## config.mk

```make
export PLATFORM = sky130hd
export DESIGN_NAME = imager_test_top
export DESIGN_NICKNAME = d
export VERILOG_FILES = /design/src/rtl/di_pkg.sv /design/src/rtl/stream_pkg.sv /design/src/rtl/di_bus_if.sv /design/src/rtl/di_term_decoder.sv /design/src/rtl/config_terminal.sv /design/src/rtl/pattern_imager.sv /design/src/rtl/pixel_formatter.sv /design/src/rtl/capture_fifo.sv /design/src/rtl/imager_test_top.sv
export VERILOG_INCLUDE_DIRS = /design/src /design/src/rtl
export SDC_FILE = /design/constraint.sdc
export NUM_CORES = 1
export LEC_CHECK = 0
export ABC_CLOCK_PERIOD_IN_PS = 11300
export BUFFER_PORTS_ARGS = -buffer_cell sky130_fd_sc_hd__buf_2
export CAP_MARGIN = 5
export CORE_MARGIN = 4
export CORE_UTILIZATION = 35
export DETAILED_ROUTE_END_ITERATION = 12
export PLACE_DENSITY = 0.52
export SETUP_SLACK_MARGIN = 0.02
export SLEW_MARGIN = 5
export SYNTH_ARGS = -nofsm -noshare
export SYNTH_HDL_FRONTEND = slang
export SYNTH_SLANG_ARGS = --single-unit
```

## constraint.sdc

```tcl
create_clock -name clk -period 11.3 [get_ports clk]
set_clock_uncertainty 0.2 [all_clocks]
set_input_delay 2.26 -clock clk [delete_from_list [all_inputs] [get_ports clk]]
set_output_delay 2.26 -clock clk [all_outputs]
set_load 0.01 [all_outputs]
```

## src/rtl/imager_defs.svh

```systemverilog
`ifndef IMAGER_DEFS_SVH
`define IMAGER_DEFS_SVH

// stream and bus widths.
`define PIXEL_WIDTH    10
`define DI_DATA_WIDTH  32
`define DI_ADDR_WIDTH  32
`define DIM_WIDTH      12

// entries held by each capture buffer.
`define CAPTURE_DEPTH  16

// idle cycles after each line, then extra idle cycles before the next frame.
`define LINE_BLANK     4
`define FRAME_BLANK    8

`endif

```

## src/rtl/di_pkg.sv

```systemverilog
`include "imager_defs.svh"

package di_pkg;

   // terminal addresses on the DI bus.
   typedef enum logic [15:0] {
      TERM_CONFIG      = 16'd1,
      TERM_CAPTURE_IN  = 16'd2,
      TERM_CAPTURE_OUT = 16'd3
   } term_t;

   typedef enum logic [`DI_ADDR_WIDTH-1:0] {
      CFG_ENABLE     = 0,
      CFG_STREAM_SEL = 1,
      CFG_ROWS       = 2,
      CFG_COLS       = 3,
      CFG_SEED       = 4
   } cfg_reg_t;

   // CAP_INFO layout: dtype in 1:0, overflow in 8, level in 20:16.
   typedef enum logic [`DI_ADDR_WIDTH-1:0] {
      CAP_DATA = 0,
      CAP_INFO = 1
   } cap_reg_t;

   typedef struct packed {
      logic [`DI_DATA_WIDTH-1:0] datao;
      logic                      read_rdy;
      logic                      write_rdy;
      logic [15:0]               status;
   } di_resp_t;

endpackage

```

## src/rtl/stream_pkg.sv

```systemverilog
`include "imager_defs.svh"

package stream_pkg;

   typedef logic [`PIXEL_WIDTH-1:0] pixel_t;

   typedef enum logic [1:0] {
      DTYPE_PIXEL,
      DTYPE_LINE_START,
      DTYPE_FRAME_START
   } dtype_t;

   typedef enum logic {
      SEL_RAW,
      SEL_PACKED
   } stream_sel_t;

   typedef struct packed {
      dtype_t dtype;
      pixel_t data;
   } raw_item_t;

   // formatted word, either one pixel or a packed pair.
   typedef struct packed {
      dtype_t      dtype;
      logic [31:0] data;
   } fmt_item_t;

endpackage

```

## src/rtl/di_bus_if.sv

```systemverilog
`timescale 1ns/1ns
`include "imager_defs.svh"

// decoded DI request, one instance per terminal.
interface di_bus_if;
   logic [`DI_ADDR_WIDTH-1:0] reg_addr;
   logic [`DI_DATA_WIDTH-1:0] reg_datai;
   logic                      read;
   logic                      write;
   logic                      sel;

   modport decoder (
      output reg_addr,
      output reg_datai,
      output read,
      output write,
      output sel
   );

   modport terminal (
      input reg_addr,
      input reg_datai,
      input read,
      input write,
      input sel
   );
endinterface

```

## src/rtl/di_term_decoder.sv

```systemverilog
`timescale 1ns/1ns
`include "imager_defs.svh"

module di_term_decoder (
   input  di_pkg::term_t             term_addr,
   input  logic [`DI_ADDR_WIDTH-1:0] reg_addr,
   input  logic [`DI_DATA_WIDTH-1:0] reg_datai,
   input  logic                      read,
   input  logic                      write,
   input  di_pkg::di_resp_t          cfg_resp,
   input  di_pkg::di_resp_t          in_resp,
   input  di_pkg::di_resp_t          out_resp,
   output logic [`DI_DATA_WIDTH-1:0] reg_datao,
   output logic                      read_rdy,
   output logic                      write_rdy,
   output logic [15:0]               transfer_status,
   di_bus_if.decoder                 cfg_bus,
   di_bus_if.decoder                 in_bus,
   di_bus_if.decoder                 out_bus
);
   import di_pkg::*;

   logic     cfg_sel;
   logic     in_sel;
   logic     out_sel;
   di_resp_t resp;

   assign cfg_sel = (term_addr == TERM_CONFIG);
   assign in_sel  = (term_addr == TERM_CAPTURE_IN);
   assign out_sel = (term_addr == TERM_CAPTURE_OUT);

   // every terminal sees the request, only one sees its select.
   assign cfg_bus.reg_addr  = reg_addr;
   assign cfg_bus.reg_datai = reg_datai;
   assign cfg_bus.read      = read;
   assign cfg_bus.write     = write;
   assign cfg_bus.sel       = cfg_sel;

   assign in_bus.reg_addr   = reg_addr;
   assign in_bus.reg_datai  = reg_datai;
   assign in_bus.read       = read;
   assign in_bus.write      = write;
   assign in_bus.sel        = in_sel;

   assign out_bus.reg_addr  = reg_addr;
   assign out_bus.reg_datai = reg_datai;
   assign out_bus.read      = read;
   assign out_bus.write     = write;
   assign out_bus.sel       = out_sel;

   // priority mux, unknown terminals get the default answer.
   always_comb begin
      if (cfg_sel) begin
         resp = cfg_resp;
      end else if (in_sel) begin
         resp = in_resp;
      end else if (out_sel) begin
         resp = out_resp;
      end else begin
         resp.datao     = '0;
         resp.read_rdy  = 1'b1;
         resp.write_rdy = 1'b1;
         resp.status    = 16'd1;
      end
   end

   assign reg_datao       = resp.datao;
   assign read_rdy        = resp.read_rdy;
   assign write_rdy       = resp.write_rdy;
   assign transfer_status = resp.status;

endmodule

```

## src/rtl/config_terminal.sv

```systemverilog
`timescale 1ns/1ns
`include "imager_defs.svh"

module config_terminal (
   input  logic                   clk,
   input  logic                   resetb,
   di_bus_if.terminal             bus,
   output di_pkg::di_resp_t       resp,
   output logic                   enable,
   output stream_pkg::stream_sel_t stream_sel,
   output logic [`DIM_WIDTH-1:0]  rows,
   output logic [`DIM_WIDTH-1:0]  cols,
   output stream_pkg::pixel_t     seed
);
   import di_pkg::*;
   import stream_pkg::*;

   always_ff @(posedge clk) begin
      if (!resetb) begin
         enable     <= 1'b0;
         stream_sel <= SEL_RAW;
         rows       <= '0;
         cols       <= '0;
         seed       <= '0;
      end else if (bus.sel && bus.write) begin
         case (bus.reg_addr)
            CFG_ENABLE:     enable     <= bus.reg_datai[0];
            CFG_STREAM_SEL: stream_sel <= stream_sel_t'(bus.reg_datai[0]);
            CFG_ROWS:       rows       <= bus.reg_datai[`DIM_WIDTH-1:0];
            CFG_COLS:       cols       <= bus.reg_datai[`DIM_WIDTH-1:0];
            CFG_SEED:       seed       <= bus.reg_datai[`PIXEL_WIDTH-1:0];
            default: ;
         endcase
      end
   end

   // readback.
   always_comb begin
      resp           = '0;
      resp.read_rdy  = 1'b1;
      resp.write_rdy = 1'b1;
      case (bus.reg_addr)
         CFG_ENABLE:     resp.datao[0] = enable;
         CFG_STREAM_SEL: resp.datao[0] = stream_sel;
         CFG_ROWS:       resp.datao[`DIM_WIDTH-1:0] = rows;
         CFG_COLS:       resp.datao[`DIM_WIDTH-1:0] = cols;
         CFG_SEED:       resp.datao[`PIXEL_WIDTH-1:0] = seed;
         default: ;
      endcase
   end

   // the imager reads the frame size live, so the host must stop it first.
   assert property (@(posedge clk) disable iff (!resetb)
      (bus.sel && bus.write && bus.reg_addr inside {CFG_ROWS, CFG_COLS, CFG_SEED})
      |-> !enable);

endmodule

```

## src/rtl/pattern_imager.sv

```systemverilog
`timescale 1ns/1ns
`include "imager_defs.svh"

module pattern_imager (
   input  logic                  clk,
   input  logic                  resetb,
   input  logic                  enable,
   input  logic [`DIM_WIDTH-1:0] rows,
   input  logic [`DIM_WIDTH-1:0] cols,
   input  stream_pkg::pixel_t    seed,
   output logic                  valid,
   output stream_pkg::dtype_t    dtype,
   output stream_pkg::pixel_t    pixel
);
   import stream_pkg::*;

   localparam int BLANK_W = $clog2(`LINE_BLANK + `FRAME_BLANK);
   localparam logic [BLANK_W-1:0] LINE_LAST  = BLANK_W'(`LINE_BLANK - 1);
   localparam logic [BLANK_W-1:0] FRAME_LAST = BLANK_W'(`FRAME_BLANK - 1);

   typedef enum logic [1:0] {
      ST_IDLE,
      ST_ACTIVE,
      ST_LINE_BLANK,
      ST_FRAME_BLANK
   } state_t;

   state_t              state;
   logic [`DIM_WIDTH-1:0] row;
   logic [`DIM_WIDTH-1:0] col;
   logic [BLANK_W-1:0]  blank;
   pixel_t              acc;

   always_ff @(posedge clk) begin
      if (!resetb) begin
         state <= ST_IDLE;
         row   <= '0;
         col   <= '0;
         blank <= '0;
      end else if (!enable) begin
         state <= ST_IDLE;
      end else begin
         case (state)
            ST_IDLE, ST_FRAME_BLANK: begin
               blank <= blank + 1'b1;
               if ((state == ST_IDLE || blank == FRAME_LAST) && rows != '0 && cols != '0) begin
                  state <= ST_ACTIVE;
                  row   <= '0;
                  col   <= '0;
                  acc   <= seed;
               end
            end
            ST_ACTIVE: begin
               acc <= acc + 1'b1;
               col <= col + 1'b1;
               if (col == cols - 1'b1) begin
                  col   <= '0;
                  blank <= '0;
                  state <= ST_LINE_BLANK;
               end
            end
            default: begin
               blank <= blank + 1'b1;
               if (blank == LINE_LAST) begin
                  blank <= '0;
                  if (row == rows - 1'b1) begin
                     state <= ST_FRAME_BLANK;
                  end else begin
                     row   <= row + 1'b1;
                     state <= ST_ACTIVE;
                  end
               end
            end
         endcase
      end
   end

   assign valid = (state == ST_ACTIVE);
   assign pixel = acc;
   assign dtype = (col != '0) ? DTYPE_PIXEL :
                  (row == '0) ? DTYPE_FRAME_START : DTYPE_LINE_START;

   // every line is followed by its full blank.
   assert property (@(posedge clk) disable iff (!resetb || !enable)
      $fell(valid) |-> !valid [*`LINE_BLANK]);

endmodule

```

## src/rtl/pixel_formatter.sv

```systemverilog
`timescale 1ns/1ns
`include "imager_defs.svh"

module pixel_formatter (
   input  logic                    clk,
   input  logic                    resetb,
   input  stream_pkg::stream_sel_t stream_sel,
   input  logic                    valid,
   input  stream_pkg::dtype_t      dtype,
   input  stream_pkg::pixel_t      pixel,
   output logic                    fmt_valid,
   output stream_pkg::fmt_item_t   fmt_item
);
   import stream_pkg::*;

   localparam int HALF_PAD = 16 - $bits(pixel_t);
   localparam int WORD_PAD = 32 - $bits(pixel_t);

   logic   half;
   logic   raw_issue;
   logic   pair_issue;
   pixel_t first_pixel;
   dtype_t first_dtype;

   assign raw_issue  = valid && (stream_sel == SEL_RAW);
   // a line start always opens a new pair.
   assign pair_issue = valid && (stream_sel == SEL_PACKED) && half && (dtype == DTYPE_PIXEL);

   always_ff @(posedge clk) begin
      if (!resetb) begin
         fmt_valid <= 1'b0;
         half      <= 1'b0;
      end else begin
         fmt_valid <= raw_issue || pair_issue;
         if (raw_issue || pair_issue) begin
            half <= 1'b0;
         end else if (valid) begin
            half <= 1'b1;
         end
      end
   end

   always_ff @(posedge clk) begin
      if (raw_issue) begin
         fmt_item.dtype <= dtype;
         fmt_item.data  <= {{WORD_PAD{1'b0}}, pixel};
      end else if (pair_issue) begin
         fmt_item.dtype <= first_dtype;
         fmt_item.data  <= {{HALF_PAD{1'b0}}, pixel, {HALF_PAD{1'b0}}, first_pixel};
      end else if (valid) begin
         first_pixel <= pixel;
         first_dtype <= dtype;
      end
   end

   // odd column counts would leave a pair open at the next line.
   assert property (@(posedge clk) disable iff (!resetb)
      (valid && stream_sel == SEL_PACKED && dtype == DTYPE_LINE_START) |-> !half);

endmodule

```

## src/rtl/capture_fifo.sv

```systemverilog
`timescale 1ns/1ns
`include "imager_defs.svh"

module capture_fifo #(
   parameter type payload_t = stream_pkg::raw_item_t
) (
   input  logic             clk,
   input  logic             resetb,
   input  logic             enable,
   input  logic             valid,
   input  payload_t         item,
   di_bus_if.terminal       bus,
   output di_pkg::di_resp_t resp
);
   import di_pkg::*;
   import stream_pkg::*;

   localparam int PTR_W  = $clog2(`CAPTURE_DEPTH);
   localparam int CNT_W  = $clog2(`CAPTURE_DEPTH + 1);
   localparam int DATA_W = $bits(payload_t) - $bits(dtype_t);

   payload_t         mem [`CAPTURE_DEPTH];
   payload_t         head;
   logic [PTR_W-1:0] wr_ptr;
   logic [PTR_W-1:0] rd_ptr;
   logic [CNT_W-1:0] count;
   logic             enable_q;
   logic             armed;
   logic             storing;
   logic             overflow;
   logic             empty;
   logic             full;
   logic             take;
   logic             push;
   logic             pop;

   assign empty = (count == '0);
   assign full  = (count == CNT_W'(`CAPTURE_DEPTH));
   // capture begins on the first frame start after arming.
   assign take  = valid && (storing || (armed && item.dtype == DTYPE_FRAME_START));
   assign push  = take && !full;
   assign pop   = bus.sel && bus.read && (bus.reg_addr == CAP_DATA) && !empty;
   assign head  = mem[rd_ptr];

   always_ff @(posedge clk) begin
      if (!resetb) begin
         enable_q <= 1'b0;
         armed    <= 1'b0;
         storing  <= 1'b0;
         overflow <= 1'b0;
         count    <= '0;
         wr_ptr   <= '0;
         rd_ptr   <= '0;
      end else begin
         enable_q <= enable;
         if (!enable) begin
            armed    <= 1'b0;
            storing  <= 1'b0;
            overflow <= 1'b0;
            count    <= '0;
            wr_ptr   <= '0;
            rd_ptr   <= '0;
         end else begin
            if (!enable_q) armed <= 1'b1;
            if (take) storing <= 1'b1;
            if (take && full) overflow <= 1'b1;
            if (push) wr_ptr <= wr_ptr + 1'b1;
            if (pop) rd_ptr <= rd_ptr + 1'b1;
            if (push && !pop) begin
               count <= count + 1'b1;
            end else if (pop && !push) begin
               count <= count - 1'b1;
            end
         end
      end
   end

   always_ff @(posedge clk) begin
      if (push) mem[wr_ptr] <= item;
   end

   // bus readout.
   always_comb begin
      resp          = '0;
      resp.read_rdy = !empty;
      case (bus.reg_addr)
         CAP_DATA: begin
            if (!empty) resp.datao[DATA_W-1:0] = head.data;
         end
         CAP_INFO: begin
            if (!empty) resp.datao[1:0] = head.dtype;
            resp.datao[8]            = overflow;
            resp.datao[16 +: CNT_W]  = count;
         end
         default: ;
      endcase
   end

   // the host reads data only while an entry is stored.
   assert property (@(posedge clk) disable iff (!resetb)
      (bus.sel && bus.read && bus.reg_addr == CAP_DATA) |-> !empty);

endmodule

```

## src/rtl/imager_test_top.sv

```systemverilog
`timescale 1ns/1ns
`include "imager_defs.svh"

module imager_test_top (
   input  logic                      clk,
   input  logic                      resetb,
   input  logic [15:0]               di_term_addr,
   input  logic [`DI_ADDR_WIDTH-1:0] di_reg_addr,
   input  logic                      di_read,
   input  logic                      di_write,
   input  logic [`DI_DATA_WIDTH-1:0] di_reg_datai,
   output logic [`DI_DATA_WIDTH-1:0] di_reg_datao,
   output logic                      di_read_rdy,
   output logic                      di_write_rdy,
   output logic [15:0]               di_transfer_status
);
   import di_pkg::*;
   import stream_pkg::*;

   di_resp_t              cfg_resp;
   di_resp_t              in_resp;
   di_resp_t              out_resp;
   logic                  enable;
   stream_sel_t           stream_sel;
   logic [`DIM_WIDTH-1:0] rows;
   logic [`DIM_WIDTH-1:0] cols;
   pixel_t                seed;
   logic                  img_valid;
   dtype_t                img_dtype;
   pixel_t                img_pixel;
   raw_item_t             raw_item;
   logic                  fmt_valid;
   fmt_item_t             fmt_item;

   di_bus_if cfg_bus ();
   di_bus_if in_bus ();
   di_bus_if out_bus ();

   //**********************************************************************
   // register bus
   //**********************************************************************
   di_term_decoder u_decoder (
      .term_addr       (term_t'(di_term_addr)),
      .reg_addr        (di_reg_addr),
      .reg_datai       (di_reg_datai),
      .read            (di_read),
      .write           (di_write),
      .cfg_resp        (cfg_resp),
      .in_resp         (in_resp),
      .out_resp        (out_resp),
      .reg_datao       (di_reg_datao),
      .read_rdy        (di_read_rdy),
      .write_rdy       (di_write_rdy),
      .transfer_status (di_transfer_status),
      .cfg_bus         (cfg_bus),
      .in_bus          (in_bus),
      .out_bus         (out_bus)
   );

   config_terminal u_config (
      .clk        (clk),
      .resetb     (resetb),
      .bus        (cfg_bus),
      .resp       (cfg_resp),
      .enable     (enable),
      .stream_sel (stream_sel),
      .rows       (rows),
      .cols       (cols),
      .seed       (seed)
   );

   //**********************************************************************
   // stream path
   //**********************************************************************
   pattern_imager u_imager (
      .clk    (clk),
      .resetb (resetb),
      .enable (enable),
      .rows   (rows),
      .cols   (cols),
      .seed   (seed),
      .valid  (img_valid),
      .dtype  (img_dtype),
      .pixel  (img_pixel)
   );

   assign raw_item = '{dtype: img_dtype, data: img_pixel};

   pixel_formatter u_formatter (
      .clk        (clk),
      .resetb     (resetb),
      .stream_sel (stream_sel),
      .valid      (img_valid),
      .dtype      (img_dtype),
      .pixel      (img_pixel),
      .fmt_valid  (fmt_valid),
      .fmt_item   (fmt_item)
   );

   capture_fifo #(.payload_t(raw_item_t)) u_cap_in (
      .clk    (clk),
      .resetb (resetb),
      .enable (enable),
      .valid  (img_valid),
      .item   (raw_item),
      .bus    (in_bus),
      .resp   (in_resp)
   );

   capture_fifo #(.payload_t(fmt_item_t)) u_cap_out (
      .clk    (clk),
      .resetb (resetb),
      .enable (enable),
      .valid  (fmt_valid),
      .item   (fmt_item),
      .bus    (out_bus),
      .resp   (out_resp)
   );

endmodule

```

-- Word level (Yosys, flattened, before mapping)
Memories as Yosys holds them, arrays and structs flattened. A register that Yosys moved wholly into a read port is not among the register bits.
Cells that the tools add are included.
- divide/modulo/power cells: 0
- multiply operators: 0
- bitwise logic cells: 5
- $add $sub $neg: 14
- equality and inequality tests: 20
- mux-type cells: 53
- $lt $le $gt $ge: 0
- reduce and logical (&&, ||, !) cells: 66
- shifts and indexed selects: 0
- operators by type and width (kind ; number):
    two-way mux 50 bit ; 3
    two-way mux 34 bit ; 2
    equality test 32 x 2 -> 1 bit (second input constant) ; 2
    two-way mux 12 bit ; 4
    one-hot mux 12 bit (2 select lines) ; 2
    nonzero test 12 bit ; 3
    equality test 16 x 2 -> 1 bit (second input constant) ; 2
    equality test 32 x 1 -> 1 bit (second input constant) ; 1
    equality test 32 x 3 -> 1 bit (second input constant) ; 1
    logical NOT 32 bit ; 1
    two-way mux 32 bit ; 1
    one-hot mux 9 bit (3 select lines) ; 1
    logical AND 1 bit ; 25
    two-way mux 5 bit ; 5
    adder 12 x 1 -> 12 bit (second input constant) ; 2
    equality test 12 bit ; 2
    two-way mux 4 bit ; 6
    subtractor 12 x 1 -> 12 bit (second input constant) ; 2
    adder 4 x 1 -> 4 bit (second input constant) ; 5
    two-way mux 10 bit ; 2
    one-hot mux 10 bit (2 select lines) ; 1
    equality test 16 x 1 -> 1 bit (second input constant) ; 1
    two-way mux 2 bit ; 8
    one-hot mux 2 bit (2 select lines) ; 4
    other kinds (31) ; 72
- memory bits (read-only): 0
- output and inout bits: 50
- bits in writable memories: 544
- latch bits: 0
- register bits: 144
- memories kept: 2
- memory list (memory ; depth ; width ; rd ports ; clocked after memory_dff ; wr ports ; line ; RTL):
    u_cap_out.mem ; 16 ; 22 ; 1 ; 1 ; 1 ; capture_fifo.sv:22 ; payload_t mem [`CAPTURE_DEPTH];
    u_cap_in.mem ; 16 ; 12 ; 1 ; 1 ; 1 ; capture_fifo.sv:22 ;

-- Logic depth before layout (Yosys ltp)
- depth in word-level cells: 12
- mapped depth: 16
- gate-level depth less buffers: 15

-- Hierarchy
Synthesis repeated with hierarchy kept, for this count alone.
- cell total of the unflattened synthesis: 2542
- area, all modules: 40117.2 µm²
- modules (own cells, without submodules) (module ; cells an instance ; area each (µm²) ; times used ; sequential area each (µm²)):
    capture_fifo at u_cap_out ; 989 ; 21937.3 ; 1 ; 16756.1
    capture_fifo at u_cap_in ; 476 ; 8817.2 ; 1 ; 6185.9
    pattern_imager ; 378 ; 3062.9 ; 1 ; 900.9
    di_term_decoder ; 383 ; 2824.0 ; 1 ; 0.0
    config_terminal ; 230 ; 2112.0 ; 1 ; 720.7
    pixel_formatter ; 86 ; 1363.8 ; 1 ; 960.9

-- Least setup slack after synthesis
No wires, ideal clock.
- kind: input-to-output
- start point: input port di_reg_addr[3]
- end point: output port di_reg_datao[1]
- arrival time: 3933 ps
- path slack: 4907 ps
- stages on the path: 6
- data required time: 8840 ps
- buffers on the path: 1
- path through: nor4_1 nand4_1 nor4b_1 clkbuf_1 a22oi_1 o2111ai_1
- word-level cells in the longest chain between the ends: 5
- elaborated cells on any way between the ends: 11
- those cells by class: 4 x eq/ne; 6 x mux; 1 x reduce/logical
- RTL lines (item ; line ; RTL):
    start, declared ; imager_test_top.sv:8 ; input logic [`DI_ADDR_WIDTH-1:0] di_reg_addr,
    equality test 32 x 1 -> 1 bit / logical NOT 32 bit (equally long branches) ; capture_fifo.sv:86 ; case (bus.reg_addr)
    one-hot mux 2 bit (2 select lines) ; capture_fifo.sv:86 ;
    two-way mux 50 bit ; di_term_decoder.sv:57 ; end else if (out_sel) begin
    two-way mux 50 bit ; di_term_decoder.sv:55 ; end else if (in_sel) begin
    two-way mux 50 bit * ; di_term_decoder.sv:53 ; if (cfg_sel) begin
    end, declared ; imager_test_top.sv:12 ; output logic [`DI_DATA_WIDTH-1:0] di_reg_datao,
Mark *: on every way between the ends. The rest lies on a longest branch, timed or not.

-- Worst setup path in the final report
- start point: input port di_reg_addr[3]
- end point: output port di_reg_datao[6]
- word-level cells in the longest chain between the ends: 5
- elaborated cells on any way between the ends: 10
- those cells by class: 3 x eq/ne; 6 x mux; 1 x reduce/logical
- RTL lines (item ; line):
    logical NOT 32 bit ; capture_fifo.sv:86
    two-way mux 6 bit ; capture_fifo.sv:86
    two-way mux 50 bit ; di_term_decoder.sv:57
    two-way mux 50 bit ; di_term_decoder.sv:55
    two-way mux 50 bit * ; di_term_decoder.sv:53
Marks and branches as above.

==> run metrics <==
Critical Path End Type=output port; Pwr Density=156 nW/um2; first-pass GRT wire length=109000 um; post-synthesis compound-gate area fraction=0.0396; WP data arrival=4.99 ns; Main synth FF type=edfxtp_1; I/O pin total=134; max-cap violations=0; synthesized flop and latch total=696; R2R cell count=12; Critical Path End=di_reg_datao[6]; Reg area=19700 um2; Post-CTS Setup Repair Bufs=0; Cell variety after synth=73; Layout area overhead=14.5%; CP delay by family, top=simple AND/OR/NAND/NOR gates; Placed Instances=2886; RR Startpoint=u_imager.state[1]; r2r setup slk=6.70 ns; largest net degree at the start of global routing=48; combinational family with the most area after synthesis=multiplexers; crit path launch type=primary input; cts hold-fix bufs=0; required time of the critical path=8.84 ns; Site Rows=105; post-synthesis mux area share=0.150; Buffers on Ports=88; area of the multi-input gates=8970 um2; core outline area=82400 um2; initial antenna violation count=1; Synthesis Warnings=0; EDFF count, synth=578; hold path depth=1; vias per std cell=5.33; CP Class=primary input to output port; Post-Synth XOR/XNOR Area=0.0186; # nets final=2009; filler cell count=7381; DR WL/cell=24.1 um; Final Hold Fails=0; final setup violation count=0; Slew headroom=0.200; Worst-Skew Late Latency=0.63 ns; remaining antenna violation count=0; PostCTS Resize Cnt=0; VDD IR-drop max=0.120 mV; drt total wl=72900 um; WP buf/inv=2; Crit path depth=8; post-synthesis adder-cell area fraction=0.0142; GPL Wtd Cong=0.828; TritonCTS clock tree=done; Cells after Synth=1787; gr ovfl total=0; Die Wd=297 um; asr flop ratio synth=0; Worst Hold Class=register to register; vias in the first global route=16.2k; GRT Overall Usage=0.164; Seq/Total Area, Yosys=0.675; critical path's slowest cell=nor3b_2; Synth area leaders=edfxtp_1, mux4_2, dfxtp_1; Min-Delay Startpoint=u_cap_in.enable_q; CTS root buf=clkbuf_16; min cycle time layout=7.45 ns; Clock transition at path regs=0.06 ns; leakage=10.6 nW; Starting DRT DRC Count=1283; Critical Path Source=di_reg_addr[3]; CP most frequent cell=buf_2; Die Area=88200 um2; CTS max path bufs=3; CP Max Fanout=10; Slew Limit Fails=0; # H-tree levels=3; CP cell instances=buf_2 -> nor4_1 -> nand4_1 -> nor3_1 -> nor3b_2 -> a22oi_1 -> o221ai_1 -> buf_2; detailed-placement wirelength estimate=44100 um; RSZ-0062 raised after global routing=false; top-area cell type share of the netlist area=0.594; Worst R2R End=u_cap_in.count[4]; syn_area_per_cell=16.4 um2; Simple-Gate Fraction of Synth Area=0.0769; status=completed; final instance count without filler cells=3026; Largest stage delay, worst path=0.65 ns; TritonRoute pass-1 iters=5; drt drc=0; layout cell share with drive strength beyond 1=0.237; measured slew at the worst slew-check pin=1.20 ns; fin crit share=0.660; most common cell after layout, fill and taps aside=edfxtp_1; Num CTS Buffers=75; Final Util=0.406; Setup TNS Final=0 ns; via count=16.1k; commonest non-fill, non-tap cells in the layout=edfxtp_1, mux4_2, nor2_1; Starting Density=0.355; leading area contributor after synthesis=edfxtp_1; CTS Sinks=696; fmax=0.134 GHz; synthesized area=29200 um2; Die Height=297 um
==> worst register-to-register path: cells and delay by family (launching register included) <==
| kind | cells | cell delay, ns |
|---|---|---|
| simple gates | 2 | 1.14 |
| flops | 1 | 0.31 |
| xor+xnor | 1 | 0.10 |
| compound gates | 3 | 0.50 |
| buf+inv | 3 | 0.71 |
| fa+ha+maj | 3 | 1.60 |
==> stage by stage <==
step | area, um2 | power (mW) | hold WS (ns) | setup WS, ns
finish | 33500 | 5.23 | 0.211 | 3.85
global placement | 30900 | 2.82 | 0.204 | 3.79
floorplan | 29300 | 2.81 | 0.189 | 4.91
global route | 33400 | 5.41 | 0.230 | 3.58
CTS | 33400 | 5.29 | 0.212 | 3.78
detailed placement | 30900 | 2.82 | 0.200 | 3.78
==> state kept, by name, summed over array words and instances, names as in the netlist, 2 cells and up, named ones only <==
name and flops:
u_imager.pixel 10, u_imager.state 2, u_cap_in.wr_ptr 4, u_cap_in.count 5, u_formatter.first_dtype 2, u_cap_out.count 5
u_cap_out.mem 352, u_cap_out.wr_ptr 4, u_cap_out.rd_ptr 4, u_formatter.fmt_item 22, u_config.rows 12, u_config.seed 10
u_cap_in.rd_ptr 4, u_imager.col 12, u_formatter.first_pixel 10, u_imager.row 12, u_config.cols 12, u_cap_in.mem 192
u_imager.blank 4
==> report_power, final <==
group	internal (mW)	total, mW	switching, mW
Clock	1.43	2.46	1.04
Combinational	0.0105	0.0312	0.0206
Sequential	2.74	2.74	0.000000000000000806
Total	4.18	5.23	1.06
==> logic make-up (layout without fill, tap and decap cells) <==
| logic type | Yosys count | after routing |
|---|---|---|
| adder cells (fa/ha/maj) | 32 | 32 |
| AO/OA/AOI/OAI | 173 | 173 |
| multiplexers | 228 | 228 |
| buffers and inverters | 165 | 309 |
| flip-flops | 696 | 696 |
| AND/OR/NAND/NOR | 430 | 430 |
| other | 1 | 26 |
| XOR/XNOR | 62 | 62 |
==> Yosys cell counts (all sizes together) (14+ instances only) <==
cell type and count:
xor2 32, ha 30, nand2b 17, and3 14, and2 19, dfxtp 118
nand2 78, mux2i 50, buf 57, a21oi 56, nor3 29, inv 45
xnor2 30, nand3 29, edfxtp 578, nor2 139, o21ai 32, nor4 24
clkbuf 63, mux4 167
==> routing by layer <==
metal	share of wire	routed length, um	up-vias	track usage
met5	0	0	-	0
met4	0.024	1760	0	0.0508
met3	0.053	3900	92	0.0262
met2	0.49	35800	424	0.273
met1	0.43	31400	8428	0.221
li1	-	-	7173	-
==> layout make-up <==
type,count,area share
clock buffers,96,0.0606
repair buffers,125,0.0215
multi-input cells,950,0.268
flip-flops and latches,696,0.590
well taps,1070,0.0400
clock inverters,43,0.0146
diodes,1,0.0000748
inverters,45,0.00505
==> how the worst min path moves through the flow <==
stage	to	slack, ns
global placement	u_cap_out.armed	0.20
global route	u_cap_out.armed	0.23
detailed placement	u_cap_out.armed	0.20
floorplan	u_cap_out.armed	0.19
CTS	u_cap_out.armed	0.21
finish	u_cap_out.armed	0.21
(Power assumes the default switching activity.)
